## config.mk

```make
export PLATFORM = sky130hd
export DESIGN_NAME = tt_um_ece298a_8_bit_cpu_top
export DESIGN_NICKNAME = d
export VERILOG_FILES = /design/src/design/cpu_pkg.sv /design/src/design/tt_um_ece298a_8_bit_cpu_top.sv /design/src/design/datapath.sv /design/src/design/alu.sv /design/src/design/dff_mem.sv /design/src/design/program_counter.sv /design/src/design/control_block.sv
export SDC_FILE = /design/constraint.sdc
export NUM_CORES = 1
export LEC_CHECK = 0
export BUFFER_PORTS_ARGS = -buffer_cell sky130_fd_sc_hd__buf_2
export CAP_MARGIN = 0
export CORE_ASPECT_RATIO = 1.5
export CORE_MARGIN = 3
export CORE_UTILIZATION = 45
export CTS_CLUSTER_SIZE = 12
export DETAILED_ROUTE_END_ITERATION = 8
export PLACE_DENSITY_LB_ADDON = 0.08
export SYNTH_ARGS = -nofsm -noshare
export SYNTH_HDL_FRONTEND = slang
export SYNTH_SLANG_ARGS = --single-unit
```

## constraint.sdc

```tcl
create_clock -name clk -period 2.98 [get_ports clk]
set_clock_uncertainty 0.05 [all_clocks]
set_input_delay 0.298 -clock clk [delete_from_list [all_inputs] [get_ports clk]]
set_output_delay 0.298 -clock clk [all_outputs]
set_load 0.05 [all_outputs]
```

## src/design/cpu_pkg.sv

```systemverilog
`default_nettype none

package cpu_pkg;

    // datapath and address widths
    localparam int DATA_WIDTH = 8;
    localparam int ADDR_WIDTH = 4;
    localparam int RAM_DEPTH  = 16;

    // uio pin positions shared by top level and bench
    localparam int PROG_WE_BIT   = 4;
    localparam int HALT_BIT      = 5;
    localparam int OUT_VALID_BIT = 6;
    localparam int PROG_MODE_BIT = 7;

    typedef logic [DATA_WIDTH-1:0] data_t;
    typedef logic [ADDR_WIDTH-1:0] addr_t;

    // high nibble of the instruction byte, unlisted codes decode as nop
    typedef enum logic [3:0] {
        OP_LDA = 4'd0,
        OP_ADD = 4'd1,
        OP_SUB = 4'd2,
        OP_STA = 4'd3,
        OP_LDI = 4'd4,
        OP_JMP = 4'd5,
        OP_JC  = 4'd6,
        OP_JZ  = 4'd7,
        OP_OUT = 4'd14,
        OP_HLT = 4'd15
    } opcode_t;

    typedef enum logic [2:0] {
        T0     = 3'd0,
        T1     = 3'd1,
        T2     = 3'd2,
        T3     = 3'd3,
        T4     = 3'd4,
        HALTED = 3'd5
    } tstate_t;

    // who drives the shared bus this cycle
    typedef enum logic [2:0] {
        BUS_NONE       = 3'd0,
        BUS_PC         = 3'd1,
        BUS_RAM        = 3'd2,
        BUS_IR_OPERAND = 3'd3,
        BUS_A          = 3'd4,
        BUS_ALU        = 3'd5
    } bus_src_t;

    // control word, one per clock
    typedef struct packed {
        bus_src_t bus_src;
        logic     pc_inc;
        logic     pc_load;
        logic     mar_load;
        logic     ram_write;
        logic     ir_load;
        logic     a_load;
        logic     b_load;
        logic     sub;
        logic     flags_load;
        logic     out_load;
        logic     halt;
    } ctrl_t;

endpackage

`default_nettype wire
```

## src/design/tt_um_ece298a_8_bit_cpu_top.sv

```systemverilog
`timescale 1ns/1ps
`default_nettype none

module tt_um_ece298a_8_bit_cpu_top import cpu_pkg::*; (
    input  logic [7:0] ui_in,
    input  logic [7:0] uio_in,
    output logic [7:0] uo_out,
    output logic [7:0] uio_out,
    output logic [7:0] uio_oe,
    input  logic       clk,
    // ena is always high on the tile, not looked at
    input  logic       ena,
    input  logic       rst_n
);

    ctrl_t   ctrl;
    opcode_t opcode;
    addr_t   pc;
    addr_t   jump_target;
    data_t   out_value;
    logic    carry;
    logic    zero;
    logic    halted;
    logic    out_valid;
    logic    cpu_hold;
    logic    prog_we;

    // program mode freezes the cpu, write strobe only counts in that mode
    assign cpu_hold = uio_in[PROG_MODE_BIT];
    assign prog_we  = uio_in[PROG_WE_BIT] & cpu_hold;

    control_block cb (
        .clk      (clk),
        .rst_n    (rst_n),
        .cpu_hold (cpu_hold),
        .opcode   (opcode),
        .carry    (carry),
        .zero     (zero),
        .ctrl     (ctrl),
        .halted   (halted)
    );

    program_counter pc_reg (
        .clk        (clk),
        .rst_n      (rst_n),
        .cpu_hold   (cpu_hold),
        .inc        (ctrl.pc_inc),
        .load       (ctrl.pc_load),
        .load_value (jump_target),
        .pc         (pc)
    );

    datapath dp (
        .clk         (clk),
        .rst_n       (rst_n),
        .cpu_hold    (cpu_hold),
        .ctrl        (ctrl),
        .pc          (pc),
        .prog_addr   (uio_in[ADDR_WIDTH-1:0]),
        .prog_data   (ui_in),
        .prog_we     (prog_we),
        .opcode      (opcode),
        .jump_target (jump_target),
        .carry       (carry),
        .zero        (zero),
        .out_value   (out_value),
        .out_valid   (out_valid)
    );

    assign uo_out = out_value;

    // status pins, the rest of uio stays input
    always_comb begin
        uio_out                = '0;
        uio_out[HALT_BIT]      = halted;
        uio_out[OUT_VALID_BIT] = out_valid;
    end

    assign uio_oe = (8'h01 << HALT_BIT) | (8'h01 << OUT_VALID_BIT);

endmodule

`default_nettype wire

```

## src/design/datapath.sv

```systemverilog
`timescale 1ns/1ps
`default_nettype none

module datapath import cpu_pkg::*; (
    input  logic    clk,
    input  logic    rst_n,
    input  logic    cpu_hold,
    input  ctrl_t   ctrl,
    input  addr_t   pc,
    input  addr_t   prog_addr,
    input  data_t   prog_data,
    input  logic    prog_we,
    output opcode_t opcode,
    output addr_t   jump_target,
    output logic    carry,
    output logic    zero,
    output data_t   out_value,
    output logic    out_valid
);

    data_t bus;
    data_t reg_a;
    data_t reg_b;
    data_t reg_ir;
    addr_t reg_mar;
    data_t reg_out;
    data_t ram_rdata;
    data_t alu_result;
    logic  cpu_clear;

    assign cpu_clear = !rst_n || cpu_hold;

    // bus is a mux, idle value is zero
    always_comb begin
        case (ctrl.bus_src)
            BUS_PC:         bus = {{(DATA_WIDTH-ADDR_WIDTH){1'b0}}, pc};
            BUS_RAM:        bus = ram_rdata;
            // operand nibble, zero extended
            BUS_IR_OPERAND: bus = {{(DATA_WIDTH-ADDR_WIDTH){1'b0}}, reg_ir[ADDR_WIDTH-1:0]};
            BUS_A:          bus = reg_a;
            BUS_ALU:        bus = alu_result;
            default:        bus = '0;
        endcase
    end

    // register file, each loads from the bus on its own strobe
    always_ff @(posedge clk) begin
        if (cpu_clear) begin
            reg_a   <= '0;
            reg_b   <= '0;
            reg_ir  <= '0;
            reg_mar <= '0;
            reg_out <= '0;
        end else begin
            if (ctrl.a_load) begin
                reg_a <= bus;
            end
            if (ctrl.b_load) begin
                reg_b <= bus;
            end
            if (ctrl.ir_load) begin
                reg_ir <= bus;
            end
            // only the low nibble addresses ram
            if (ctrl.mar_load) begin
                reg_mar <= bus[ADDR_WIDTH-1:0];
            end
            if (ctrl.out_load) begin
                reg_out <= bus;
            end
        end
    end

    // strobe lands with the new output value
    always_ff @(posedge clk) begin
        if (cpu_clear) begin
            out_valid <= 1'b0;
        end else begin
            out_valid <= ctrl.out_load;
        end
    end

    dff_mem ram (
        .clk       (clk),
        .addr      (reg_mar),
        .wdata     (bus),
        .we        (ctrl.ram_write),
        .prog_addr (prog_addr),
        .prog_data (prog_data),
        .prog_we   (prog_we),
        .rdata     (ram_rdata)
    );

    alu alu_unit (
        .clk        (clk),
        .rst_n      (rst_n),
        .cpu_hold   (cpu_hold),
        .a          (reg_a),
        .b          (reg_b),
        .sub        (ctrl.sub),
        .flags_load (ctrl.flags_load),
        .result     (alu_result),
        .carry      (carry),
        .zero       (zero)
    );

    // decode fields for the control block and pc
    assign opcode      = opcode_t'(reg_ir[DATA_WIDTH-1:ADDR_WIDTH]);
    assign jump_target = bus[ADDR_WIDTH-1:0];
    assign out_value   = reg_out;

endmodule

`default_nettype wire

```

## src/design/alu.sv

```systemverilog
`timescale 1ns/1ps
`default_nettype none

module alu import cpu_pkg::*; (
    input  logic  clk,
    input  logic  rst_n,
    input  logic  cpu_hold,
    input  data_t a,
    input  data_t b,
    input  logic  sub,
    input  logic  flags_load,
    output data_t result,
    output logic  carry,
    output logic  zero
);

    logic [DATA_WIDTH:0] sum;
    data_t               b_op;

    // two's complement subtract, invert b and carry in one
    assign b_op   = sub ? ~b : b;
    assign sum    = {1'b0, a} + {1'b0, b_op} + {{DATA_WIDTH{1'b0}}, sub};
    assign result = sum[DATA_WIDTH-1:0];

    // flags only move on an add/sub writeback
    always_ff @(posedge clk) begin
        if (!rst_n || cpu_hold) begin
            carry <= 1'b0;
            zero  <= 1'b0;
        end else if (flags_load) begin
            // for sub this means a >= b
            carry <= sum[DATA_WIDTH];
            zero  <= (result == '0);
        end
    end

endmodule

`default_nettype wire

```

## src/design/dff_mem.sv

```systemverilog
`timescale 1ns/1ps
`default_nettype none

module dff_mem import cpu_pkg::*; (
    input  logic  clk,
    input  addr_t addr,
    input  data_t wdata,
    input  logic  we,
    input  addr_t prog_addr,
    input  data_t prog_data,
    input  logic  prog_we,
    output data_t rdata
);

    // byte array, kept across cpu resets
    data_t mem [RAM_DEPTH];

    // loader port first, the cpu is frozen while it writes
    always_ff @(posedge clk) begin
        if (prog_we) begin
            mem[prog_addr] <= prog_data;
        end else if (we) begin
            mem[addr] <= wdata;
        end
    end

    // async read at mar
    assign rdata = mem[addr];

endmodule

`default_nettype wire

```

## src/design/program_counter.sv

```systemverilog
`timescale 1ns/1ps
`default_nettype none

module program_counter import cpu_pkg::*; (
    input  logic  clk,
    input  logic  rst_n,
    input  logic  cpu_hold,
    input  logic  inc,
    input  logic  load,
    input  addr_t load_value,
    output addr_t pc
);

    // jump wins over increment
    // natural wrap from 15 back to 0
    always_ff @(posedge clk) begin
        if (!rst_n || cpu_hold) begin
            pc <= '0;
        end else if (load) begin
            pc <= load_value;
        end else if (inc) begin
            pc <= pc + addr_t'(1);
        end
    end

endmodule

`default_nettype wire

```

## src/design/control_block.sv

```systemverilog
`timescale 1ns/1ps
`default_nettype none

module control_block import cpu_pkg::*; (
    input  logic    clk,
    input  logic    rst_n,
    input  logic    cpu_hold,
    input  opcode_t opcode,
    input  logic    carry,
    input  logic    zero,
    output ctrl_t   ctrl,
    output logic    halted
);

    tstate_t state;
    tstate_t state_next;

    // program mode holds the sequencer at T0 like a reset
    always_ff @(posedge clk) begin
        if (!rst_n || cpu_hold) begin
            state <= T0;
        end else begin
            state <= state_next;
        end
    end

    // five-step ring, HLT leaves it for good
    always_comb begin
        case (state)
            T0:      state_next = T1;
            T1:      state_next = T2;
            T2:      state_next = ctrl.halt ? HALTED : T3;
            T3:      state_next = T4;
            T4:      state_next = T0;
            default: state_next = HALTED;
        endcase
    end

    // decoder, everything idle unless a step below asks for it
    always_comb begin
        ctrl = '0;
        ctrl.bus_src = BUS_NONE;
        case (state)
            // fetch address
            T0: begin
                ctrl.bus_src  = BUS_PC;
                ctrl.mar_load = 1'b1;
            end
            // fetch instruction, advance pc
            T1: begin
                ctrl.bus_src = BUS_RAM;
                ctrl.ir_load = 1'b1;
                ctrl.pc_inc  = 1'b1;
            end
            T2: begin
                case (opcode)
                    OP_LDA, OP_ADD, OP_SUB, OP_STA: begin
                        ctrl.bus_src  = BUS_IR_OPERAND;
                        ctrl.mar_load = 1'b1;
                    end
                    OP_LDI: begin
                        ctrl.bus_src = BUS_IR_OPERAND;
                        ctrl.a_load  = 1'b1;
                    end
                    OP_JMP: begin
                        ctrl.bus_src = BUS_IR_OPERAND;
                        ctrl.pc_load = 1'b1;
                    end
                    // conditional jumps look at the stored flags
                    OP_JC: begin
                        ctrl.bus_src = BUS_IR_OPERAND;
                        ctrl.pc_load = carry;
                    end
                    OP_JZ: begin
                        ctrl.bus_src = BUS_IR_OPERAND;
                        ctrl.pc_load = zero;
                    end
                    OP_OUT: begin
                        ctrl.bus_src  = BUS_A;
                        ctrl.out_load = 1'b1;
                    end
                    OP_HLT:  ctrl.halt = 1'b1;
                    default: ctrl.halt = 1'b0;
                endcase
            end
            T3: begin
                case (opcode)
                    OP_LDA: begin
                        ctrl.bus_src = BUS_RAM;
                        ctrl.a_load  = 1'b1;
                    end
                    // operand into b for the alu step
                    OP_ADD, OP_SUB: begin
                        ctrl.bus_src = BUS_RAM;
                        ctrl.b_load  = 1'b1;
                    end
                    OP_STA: begin
                        ctrl.bus_src   = BUS_A;
                        ctrl.ram_write = 1'b1;
                    end
                    default: ctrl.bus_src = BUS_NONE;
                endcase
            end
            T4: begin
                // write back alu result and latch flags
                if (opcode == OP_ADD || opcode == OP_SUB) begin
                    ctrl.bus_src    = BUS_ALU;
                    ctrl.a_load     = 1'b1;
                    ctrl.flags_load = 1'b1;
                    ctrl.sub        = (opcode == OP_SUB);
                end
            end
            default: ctrl.bus_src = BUS_NONE;
        endcase
    end

    assign halted = (state == HALTED);

endmodule

`default_nettype wire

```

### After elaboration in Yosys (flattened, before gate mapping)

Memory sizes are Yosys's and may differ from the RTL's. A register that Yosys moved wholly into a read port is not among the register bits.
Cells that the tools add are included.

* register bits: 46
* memory bits (writable): 128
* memories: 1

Memory list
* dp.ram.mem: depth 16, width 8, read ports 1, clocked after Yosys merged registers in 1, write ports 1, line dff_mem.sv:16 `data_t mem [RAM_DEPTH];`

* add/subtract/negate cells: 3
* eq/ne operators: 19
* muxes and demuxes: 38
* bitwise gates (word level): 2
* reduce and logical (&&, ||, !) cells: 12

Operators by type and width (count)
* $pmux 8 s5: 1
* $pmux 3 s5: 2
* $mux 4: 5
* $mux 1: 18
* $eq 4x3->1 const B: 4
* $mux 8: 2
* $reduce_or 8->1: 2
* $eq 3x2->1 const B: 4
* $eq 3x3->1 const B: 4
* $pmux 3 s2: 2
* $add 8x8->9: 1
* $add 9x1->9: 1
* $eq 4x2->1 const B: 2
* $eq 4x4->1 const B: 2
* $logic_not 8->1: 1
* $not 8->8: 1
* $eq 3x1->1 const B: 2
* $mux 2: 3
* $mux 3: 2
* $pmux 1 s3: 2
* $add 4x1->4 const B: 1
* $eq 4x1->1 const B: 1
* $logic_not 4->1: 1
* $reduce_or 4->1: 1
* 8 further kinds: 9

### Depth between registers and ports, before layout

Gate-level depths: netlist (run 1).

* depth after elaboration: 10
* mapped depth: 12

### Modules after synthesis

A second synthesis (run 1) with hierarchy kept.

* cells, all modules: 629
* area total of the unflattened synthesis: 8184.1 um2

By module, submodules not included
* dff_mem: instances 1, cells an instance 281, area each 5242.5 um2
* datapath: instances 1, cells an instance 177, area each 1609.0 um2
* alu: instances 1, cells an instance 72, area each 581.8 um2
* control_block: instances 1, cells an instance 57, area each 417.9 um2
* program_counter: instances 1, cells an instance 23, area each 198.9 um2
* tt_um_ece298a_8_bit_cpu_top: instances 1, cells an instance 19, area each 133.9 um2

### Worst setup path after synthesis (run 1)

OpenSTA, ideal clock, no wires.

* path kind: register to register
* start: reg dp.reg_ir[5]
* end: mem dp.ram.mem[0][5] in the netlist's numbering (data pin)
* arrival: 2.909 ns
* slack: -0.270 ns
* stages on the path, launching flop included: 12
* path buffers: 1
* period minus slack after synthesis: 3.250 ns
* path through: dfxtp_1 > buf_2 > nor2b_1 > nand3_1 > xnor2_1 > ha_1 > a21oi_1 > o21a_1 > o21ai_0 > xor2_1 > a21oi_2 > a21oi_1

* cells in the longest elaborated chain, start to end: 9
* elaborated cells between the ends (all ways): 34
* classes of those cells: add/sub: 2; eq/ne: 13; mux: 14; reduce/logical: 5

RTL lines
* start: declaration: line datapath.sv:24 `data_t reg_ir;`
* start signal: assignment: line datapath.sv:62 `reg_ir <= bus;`
* $eq 4x1->1 / $eq 4x2->1 (equally long branches): line control_block.sv:56, control_block.sv:87, control_block.sv:106
* $logic_or 1x1->1: line control_block.sv:106 `if (opcode == OP_ADD || opcode == OP_SUB) begin`
* $mux 2: line control_block.sv:106
* $mux 2: line control_block.sv:43 `case (state)`
* $mux 8: line alu.sv:21 `assign b_op = sub ? ~b : b;`
* $add 8x8->9: line alu.sv:22 `assign sum = {1'b0, a} + {1'b0, b_op} + {{DATA_WIDTH{1'b0}}, sub};`
* $add 9x1->9: line alu.sv:22
* $pmux 8 s5: line datapath.sv:35 `case (ctrl.bus_src)`
* $mux 8 (no line) (*)
* end: declaration: line dff_mem.sv:16

Mark *: on every way between the ends. The rest lies on a longest branch, timed or not.

### Final worst setup path (run 1)

* start: reg cb.state[0]
* end: reg dp.alu_unit.zero

* cells in the longest elaborated chain, start to end: 6

RTL lines
* start: declaration: line control_block.sv:15 `tstate_t state;`
* start signal: assignment: line control_block.sv:23 `state <= state_next;`
* $eq 3x3->1 (*): line control_block.sv:43
* $mux 2 (*): line control_block.sv:43
* $mux 8: line alu.sv:21
* $add 8x8->9: line alu.sv:22
* $add 9x1->9: line alu.sv:22
* $logic_not 8->1: line alu.sv:33 `zero <= (result == '0);`
* end signal: assignment: line alu.sv:33
* end: declaration: line alu.sv:14 `output logic zero`

Marked as above.
A chain may end at the register's enable or synchronous reset.

==> run_results.csv, run 1 <==
group,metric,value,unit
grt,antenna_found_initial,0,
die,ioPinCount,43,
synthesis,yosysTopAreaCell,"edfxtp_1",
die,die_y,168,um
clock_network,cts_buffers,17,
synthesis,synth_top_area_share,48.8,%
cells_and_area,layout_commonest_cell,"edfxtp_1",
power_and_ir_drop,powerDensity,552,nW/um^2
die,die-area,19200,um^2
worst_setup_path,crit_chain,"nor3b_4, nand3_4, buf_6, xnor2_1, ha_1, o21a_1, o31a_1, buf_6, nor4_4, nor3_4, or4_4, o31ai_2",
routing,post_drt_wl_per_cell,22.0,um
clock_network,cts-root-buf,"clkbuf_16",
worst_setup_path,cp.required,3270,ps
clock_network,insertion_delay,430,ps
sta,tightestPinTransition,738,ps
sta,holdWs,282,ps
sta,hold_viol,0,
sta,clock.fmax,0.341,GHz
worst_setup_path,reg2reg_to,"dp.alu_unit.zero$_SDFFE_PP0P_",
cells_and_area,fin_area,9330,um^2
flow_run,drv_cap,0,
routing,drc,0,
worst_setup_path,critPathLaunchType,"flip-flop",
worst_setup_path,path_class,"reg -> reg",
sta,setup_ws,49.4,ps
routing,drt_wl_total,19200,um
worst_setup_path,cp_common_cell,"buf_6",
cells_and_area,regMostFlops,"dp.ram.mem",
place,dpl.hpwl,13700,um
cells_and_area,fin_cells,872,
synthesis,syn_area_per_cell,13.8,um^2
worst_setup_path,cp_max_fo,3,
place,dpl_cell_area,8530,um^2
synthesis,ys_ff_latch,178,
worst_setup_path,reg2reg_from,"cb.state[0]$_SDFF_PP0_",
synthesis,synthCells,569,
sta,finalCritPeriodShare,98.3,%
cells_and_area,syn_to_final_growth,18.5,%
place,pre_cts_ws,-130,ps
worst_setup_path,r2r_slack,50,ps
power_and_ir_drop,peakVddDrop,0.000321,V
place,gp_congestion,0.890,
synthesis,yosysSeqAreaShare,61.5,%
synthesis,synthFlopType,"edfxtp_1",
clock_network,cts_htree_levels,4,
cells_and_area,largest_register_ffs,128,
clock_network,cts_hold_buffers,0,
grt,grt_pass1_vias,5104,
routing,drtIter0Drc,434,
hold_path,min_to,"dp.reg_a[1]$_SDFFE_PP0P_",
place,dp.cells,833,
routing,ant_nets,0,
die,core_area,17000,um^2
synthesis,ys_top_cells_by_area,"edfxtp_1 49%, dfxtp_1 13%, mux4_1 6.0%",
sta,period_minus_slack,2930,ps
hold_path,min_from,"uio_in[7]",
routing,firstDrtPassIters,5,
clock_network,cts_buffer_depth,2,
synthesis,synthDistinctLibCells,62,
die,dieWidth,114,um
grt,grt_pass1_wl,29400,um
clock_network,clock_sinks,178,
worst_setup_path,cp_slowest_cell,"or4_4",
cells_and_area,nNetsFinal,678,
synthesis,syn_area,7870,um^2
sta,rsz0062_at_grt,"yes",
sta,maxSlewViolCount,0,
die,fp-row-count,58,
grt,grt_max_degree,21,
hold_path,min_path_cells,4,
cells_and_area,final_cell_mix,"128 x edfxtp_1, 66 x buf_4, 47 x dfxtp_1",
worst_setup_path,arrival,3230,ps
worst_setup_path,reg2reg_depth,12,
routing,vias,4953,
worst_setup_path,cpPeakStageDelay,490,ps
routing,viasPerCell,5.68,
cells_and_area,final_layout_size_suffix_gt1_share,27.0,%
cells_and_area,antenna_cells,0,
die,initial_core_util,46.4,%
synthesis,ys_async_sr_fraction,0,%
sta,relSlewSlack,50.8,%
clock_network,clk_pin_slew_worst_paths,70,ps
worst_setup_path,endpoint_kind,"flip-flop",
synthesis,synth_edf_count,128,
sta,setup_viol,0,
place,port_buffers,25,
power_and_ir_drop,p_leak,0.00326,uW
hold_path,hold_class,"in -> reg",
grt,grt_overflow_total,0,
status,status,"finished clean",
worst_setup_path,cp_num_buf_inv,2,
clock_network,cts_tree,"yes",
grt,grt_usage,20.7,%
worst_setup_path,crit_family,"simple AND/OR/NAND/NOR gates",
synthesis,synth-warning-count,0,
==> worst register-to-register path, delay by kind of cell (launching register included) <==
family                     cells  cell delay, ps
buffers and inverters          2             320
and+or+nand+nor                5            1190
AOI/OAI and AO/OA              3             500
DFF                            1             340
xor gates and xnor gates       1             120
adders and majority gates      1             330
==> synthesized netlist by cell type (9+ instances only) <==
library cell / count
a21oi_1: 49
nand2_1: 21
edfxtp_1: 128
mux4_2: 14
nor2_1: 43
dfxtp_1: 50
o21ai_0: 46
ha_1: 9
mux4_1: 18
a31oi_1: 12
inv_1: 10
xnor2_1: 12
buf_4: 20
mux2i_1: 10
clkbuf_1: 14
==> final cells by class <==
cell class / instances / area (um^2)
multi-input combinational: 346 / 2910
sequential: 178 / 4850
clock inverter: 12 / 133
clock buffer: 20 / 437
fill: 1433 / 7650
tap: 210 / 263
timing repair buffer: 96 / 703
inverter: 10 / 37.5
==> per-layer routing <==
layer	track usage, %	share of wire (%)	routed length, um	vias up
met5	0	0	0	-
li1	-	-	-	2318
met4	10.6	4.8	925	0
met3	3.78	2.6	498	44
met2	35.8	52	10100	107
met1	24.4	40	7680	2484
==> repair_timing <==
action,CTS,global route
gates resized for setup,11,15
setup endpoints to repair,36,70
pin swaps,6,6
buffers inserted,3,3
==> kinds of logic (layout without fill, tap and decap cells) <==
kind of cell / Yosys count / in the layout / synth area share (%)
mux: 50 / 50 / 12.4
fa+ha+maj: 10 / 10 / 1.68
compound gates: 138 / 138 / 10.6
buf+inv: 57 / 138 / 4.32
other cells: 2 / 14 / 0.0954
flops: 178 / 178 / 61.5
xor+xnor: 15 / 15 / 1.67
simple gates: 119 / 119 / 7.64
==> worst max-delay path by stage <==
stage / startpoint / endpoint / slack (ps) / cells after the start
after floorplan: dp.reg_ir[5]$_SDFFE_PP0P_ / dp.alu_unit.zero$_SDFFE_PP0P_ / 4 / 12
after global placement: cb.state[0]$_SDFF_PP0_ / dp.ram.mem[12][5]$_DFFE_PP_ / -70 / 10
after detailed placement: cb.state[0]$_SDFF_PP0_ / dp.ram.mem[0][5]$_DFFE_PP_ / -130 / 11
after CTS: cb.state[0]$_SDFF_PP0_ / dp.ram.mem[8][5]$_DFFE_PP_ / 3 / 12
after global routing: cb.state[0]$_SDFF_PP0_ / dp.alu_unit.zero$_SDFFE_PP0P_ / -40 / 12
final: cb.state[0]$_SDFF_PP0_ / dp.alu_unit.zero$_SDFFE_PP0P_ / 50 / 12
==> report_power, final <==
part / leakage [uW] / internal [uW] / switching [uW]
Combinational: 0.00143 / 94.5 / 177
Clock: 0.000275 / 1240 / 942
Sequential: 0.00156 / 2680 / 17.4
==> metrics by stage <==
stage,setup TNS (ps),util [%],total power (uW)
after global placement,-1970,50.2,3000
after detailed placement,-4220,50.2,3010
after CTS,0,54.1,5180
final,0,54.9,5150
after global routing,-59.8,54.9,5320
after floorplan,0,-,2930
No activity file was read; power rests on OpenSTA's default activity.
==> run 2, diff against run 1 <==
--- a/config.mk
+++ b/config.mk
@@ -12,7 +12,7 @@
 export CORE_UTILIZATION = 45
 export CTS_CLUSTER_SIZE = 12
 export DETAILED_ROUTE_END_ITERATION = 8
-export PLACE_DENSITY_LB_ADDON = 0.08
+export PLACE_DENSITY_LB_ADDON = 0.3
 export SYNTH_ARGS = -nofsm -noshare
 export SYNTH_HDL_FRONTEND = slang
 export SYNTH_SLANG_ARGS = --single-unit
==> run 2 against run 1 <==
Net effect: combinational power fell by 6%; clock power fell by 7%; core utilization fell by 1.8 points; flip-flop and latch count unchanged; die area did not move; first-iteration DRC count decreased by 4.6%; register-to-register slack hardly changed; design area down 3.2%; critical endpoint is now dp.reg_b[6]$_SDFFE_PP0P_; largest cell class unchanged; largest power group unchanged; highest routed layer unchanged.
==> run_results.csv, run 2 (synthesized netlist as in run 1, its figures left out) <==
group,metric,value,unit
place,dp.cells,822,
grt,antenna_found_initial,0,
routing,vias,4891,
sta,rsz0062_at_grt,"yes",
cells_and_area,fillers,1411,
worst_setup_path,critPathLaunchType,"flip-flop",
worst_setup_path,path_class,"reg -> reg",
hold_path,min_path_cells,4,
grt,grt_overflow_total,0,
clock_network,cts_buffers,17,
cells_and_area,largest_register_ffs,128,
die,die_y,168,um
worst_setup_path,endpoint_kind,"flip-flop",
worst_setup_path,cp_num_buf_inv,0,
cells_and_area,final_cell_mix,"128 x edfxtp_1, 53 x buf_4, 49 x dfxtp_1",
sta,clock.fmax,0.342,GHz
sta,fin_tns_setup,0,ps
routing,firstDrtPassIters,5,
die,ioPinCount,43,
clock_network,insertion_delay,440,ps
die,die-area,19200,um^2
place,dpl.hpwl,13100,um
worst_setup_path,reg2reg_depth,10,
worst_setup_path,crit_family,"compound AO/OA/AOI/OAI gates",
cells_and_area,layout_commonest_cell,"edfxtp_1",
routing,post_drt_wl_per_cell,20.9,um
sta,setup_viol,0,
cells_and_area,nNetsFinal,660,
worst_setup_path,cp_slowest_cell,"dfxtp_1",
cells_and_area,regMostFlops,"dp.ram.mem",
clock_network,cts_buffer_depth,2,
clock_network,cts_hold_buffers,0,
sta,maxSlewViolCount,0,
worst_setup_path,cpPeakStageDelay,340,ps
die,core_area,17000,um^2
worst_setup_path,cp.required,3290,ps
grt,grt_pass1_vias,5025,
clock_network,cts_setup_buffers,0,
sta,relSlewSlack,36.1,%
place,gp_congestion,0.864,
cells_and_area,antenna_cells,0,
worst_setup_path,crit_chain,"nor3b_4, nand3_4, xnor2_2, ha_1, nor2b_2, o31a_1, o31a_1, nor3_1, a21oi_1, a21oi_1",
worst_setup_path,cp_max_fo,5,
clock_network,cts-root-buf,"clkbuf_16",
flow_run,drv_cap,0,
worst_setup_path,arrival,3240,ps
grt,grt_pass1_wl,27900,um
routing,viasPerCell,5.73,
hold_path,hold_class,"in -> reg",
cells_and_area,final_layout_size_suffix_gt1_share,23.6,%
routing,drtIter0Drc,414,
die,dieWidth,114,um
status,status,"finished clean",
sta,period_minus_slack,2930,ps
routing,drc,0,
cells_and_area,fin_cells,854,
clock_network,cts_htree_levels,4,
routing,ant_nets,0,
routing,drt_wl_total,17900,um
grt,grt_usage,19.4,%
sta,tightestPinTransition,955,ps
power_and_ir_drop,p_leak,0.00312,uW
clock_network,clk_pin_slew_worst_paths,70,ps
grt,grt_max_degree,18,
clock_network,cts_tree,"yes",
power_and_ir_drop,peakVddDrop,0.000492,V
die,fp-row-count,58,
die,initial_core_util,46.4,%
cells_and_area,syn_to_final_growth,14.7,%
place,port_buffers,25,
power_and_ir_drop,powerDensity,552,nW/um^2
clock_network,clock_sinks,178,
worst_setup_path,worst-path-stages,10,
sta,finalCritPeriodShare,98.2,%
sta,hold_viol,0,
-- run 2: power by group --
| part | internal (uW) | switching [uW] | total, uW | leakage, uW |
|---|---|---|---|---|
| logic | 86.4 | 170 | 256 | 0.00131 |
| clock network | 1070 | 961 | 2030 | 0.000250 |
| registers | 2680 | 16.8 | 2700 | 0.00156 |
-- run 2: worst paths after layout --
check | startpoint | end | slack (ps)
worst max-delay path | cb.state[0]$_SDFF_PP0_ | dp.reg_b[6]$_SDFFE_PP0P_ | 50
worst min-delay path | uio_in[7] | dp.reg_b[4]$_SDFFE_PP0P_ | 280
worst max register to register | cb.state[0]$_SDFF_PP0_ | dp.reg_b[6]$_SDFFE_PP0P_ | 50
worst min register to register | dp.out_value[7]$_SDFFE_PP0P_ | dp.out_value[7]$_SDFFE_PP0P_ | 460
-- run 2: routing by layer --
metal | routed length [um] | track usage [%]
met4 | 603 | 9.25
met5 | 0 | 0
met1 | 6930 | 22.3
met2 | 9700 | 34.4
met3 | 632 | 3.70
-- run 2: cell type report --
cell class	count	area, um^2	share of cell area (%)
multi-input combinational	346	2830	31.3
clock buffer	17	425	4.71
sequential	178	4850	53.7
inverter	10	37.5	0.416
timing repair buffer	78	523	5.79
tap	210	263	2.91
clock inverter	15	110	1.22
-- run 2: through the flow --
step / power [uW] / instance area, um^2 / hold slack, ps / util, % / setup WS (ps)
5_1_grt: 5150 / 9030 / 292 / 53.2 / -34.7
2_1_floorplan: 2930 / 7940 / 421 / - / 3.72
4_1_cts: 5010 / 8980 / 270 / 52.9 / 9.27
6_report: 4980 / 9030 / 284 / 53.2 / 54.5
3_3_place_gp: 2990 / 8440 / 427 / 49.7 / 120
3_5_place_dp: 3000 / 8440 / 450 / 49.7 / -37.0
-- run 2: worst register-to-register path: stages, from the launching register on --
cell and delay, ps:
dfxtp_1 340, nor3b_4 270, nand3_4 190, xnor2_2 190, ha_1 340, nor2b_2 170
o31a_1 280, o31a_1 270, nor3_1 330, a21oi_1 220, a21oi_1 200
-- run 2: timing repair --
action | CTS | global route
setup endpoints to repair | 16 | 84
gates resized for setup | 1 | 9
gates cloned | 0 | 0
pin swaps | 0 | 1
endpoints found under the hold margin | 0 | 0
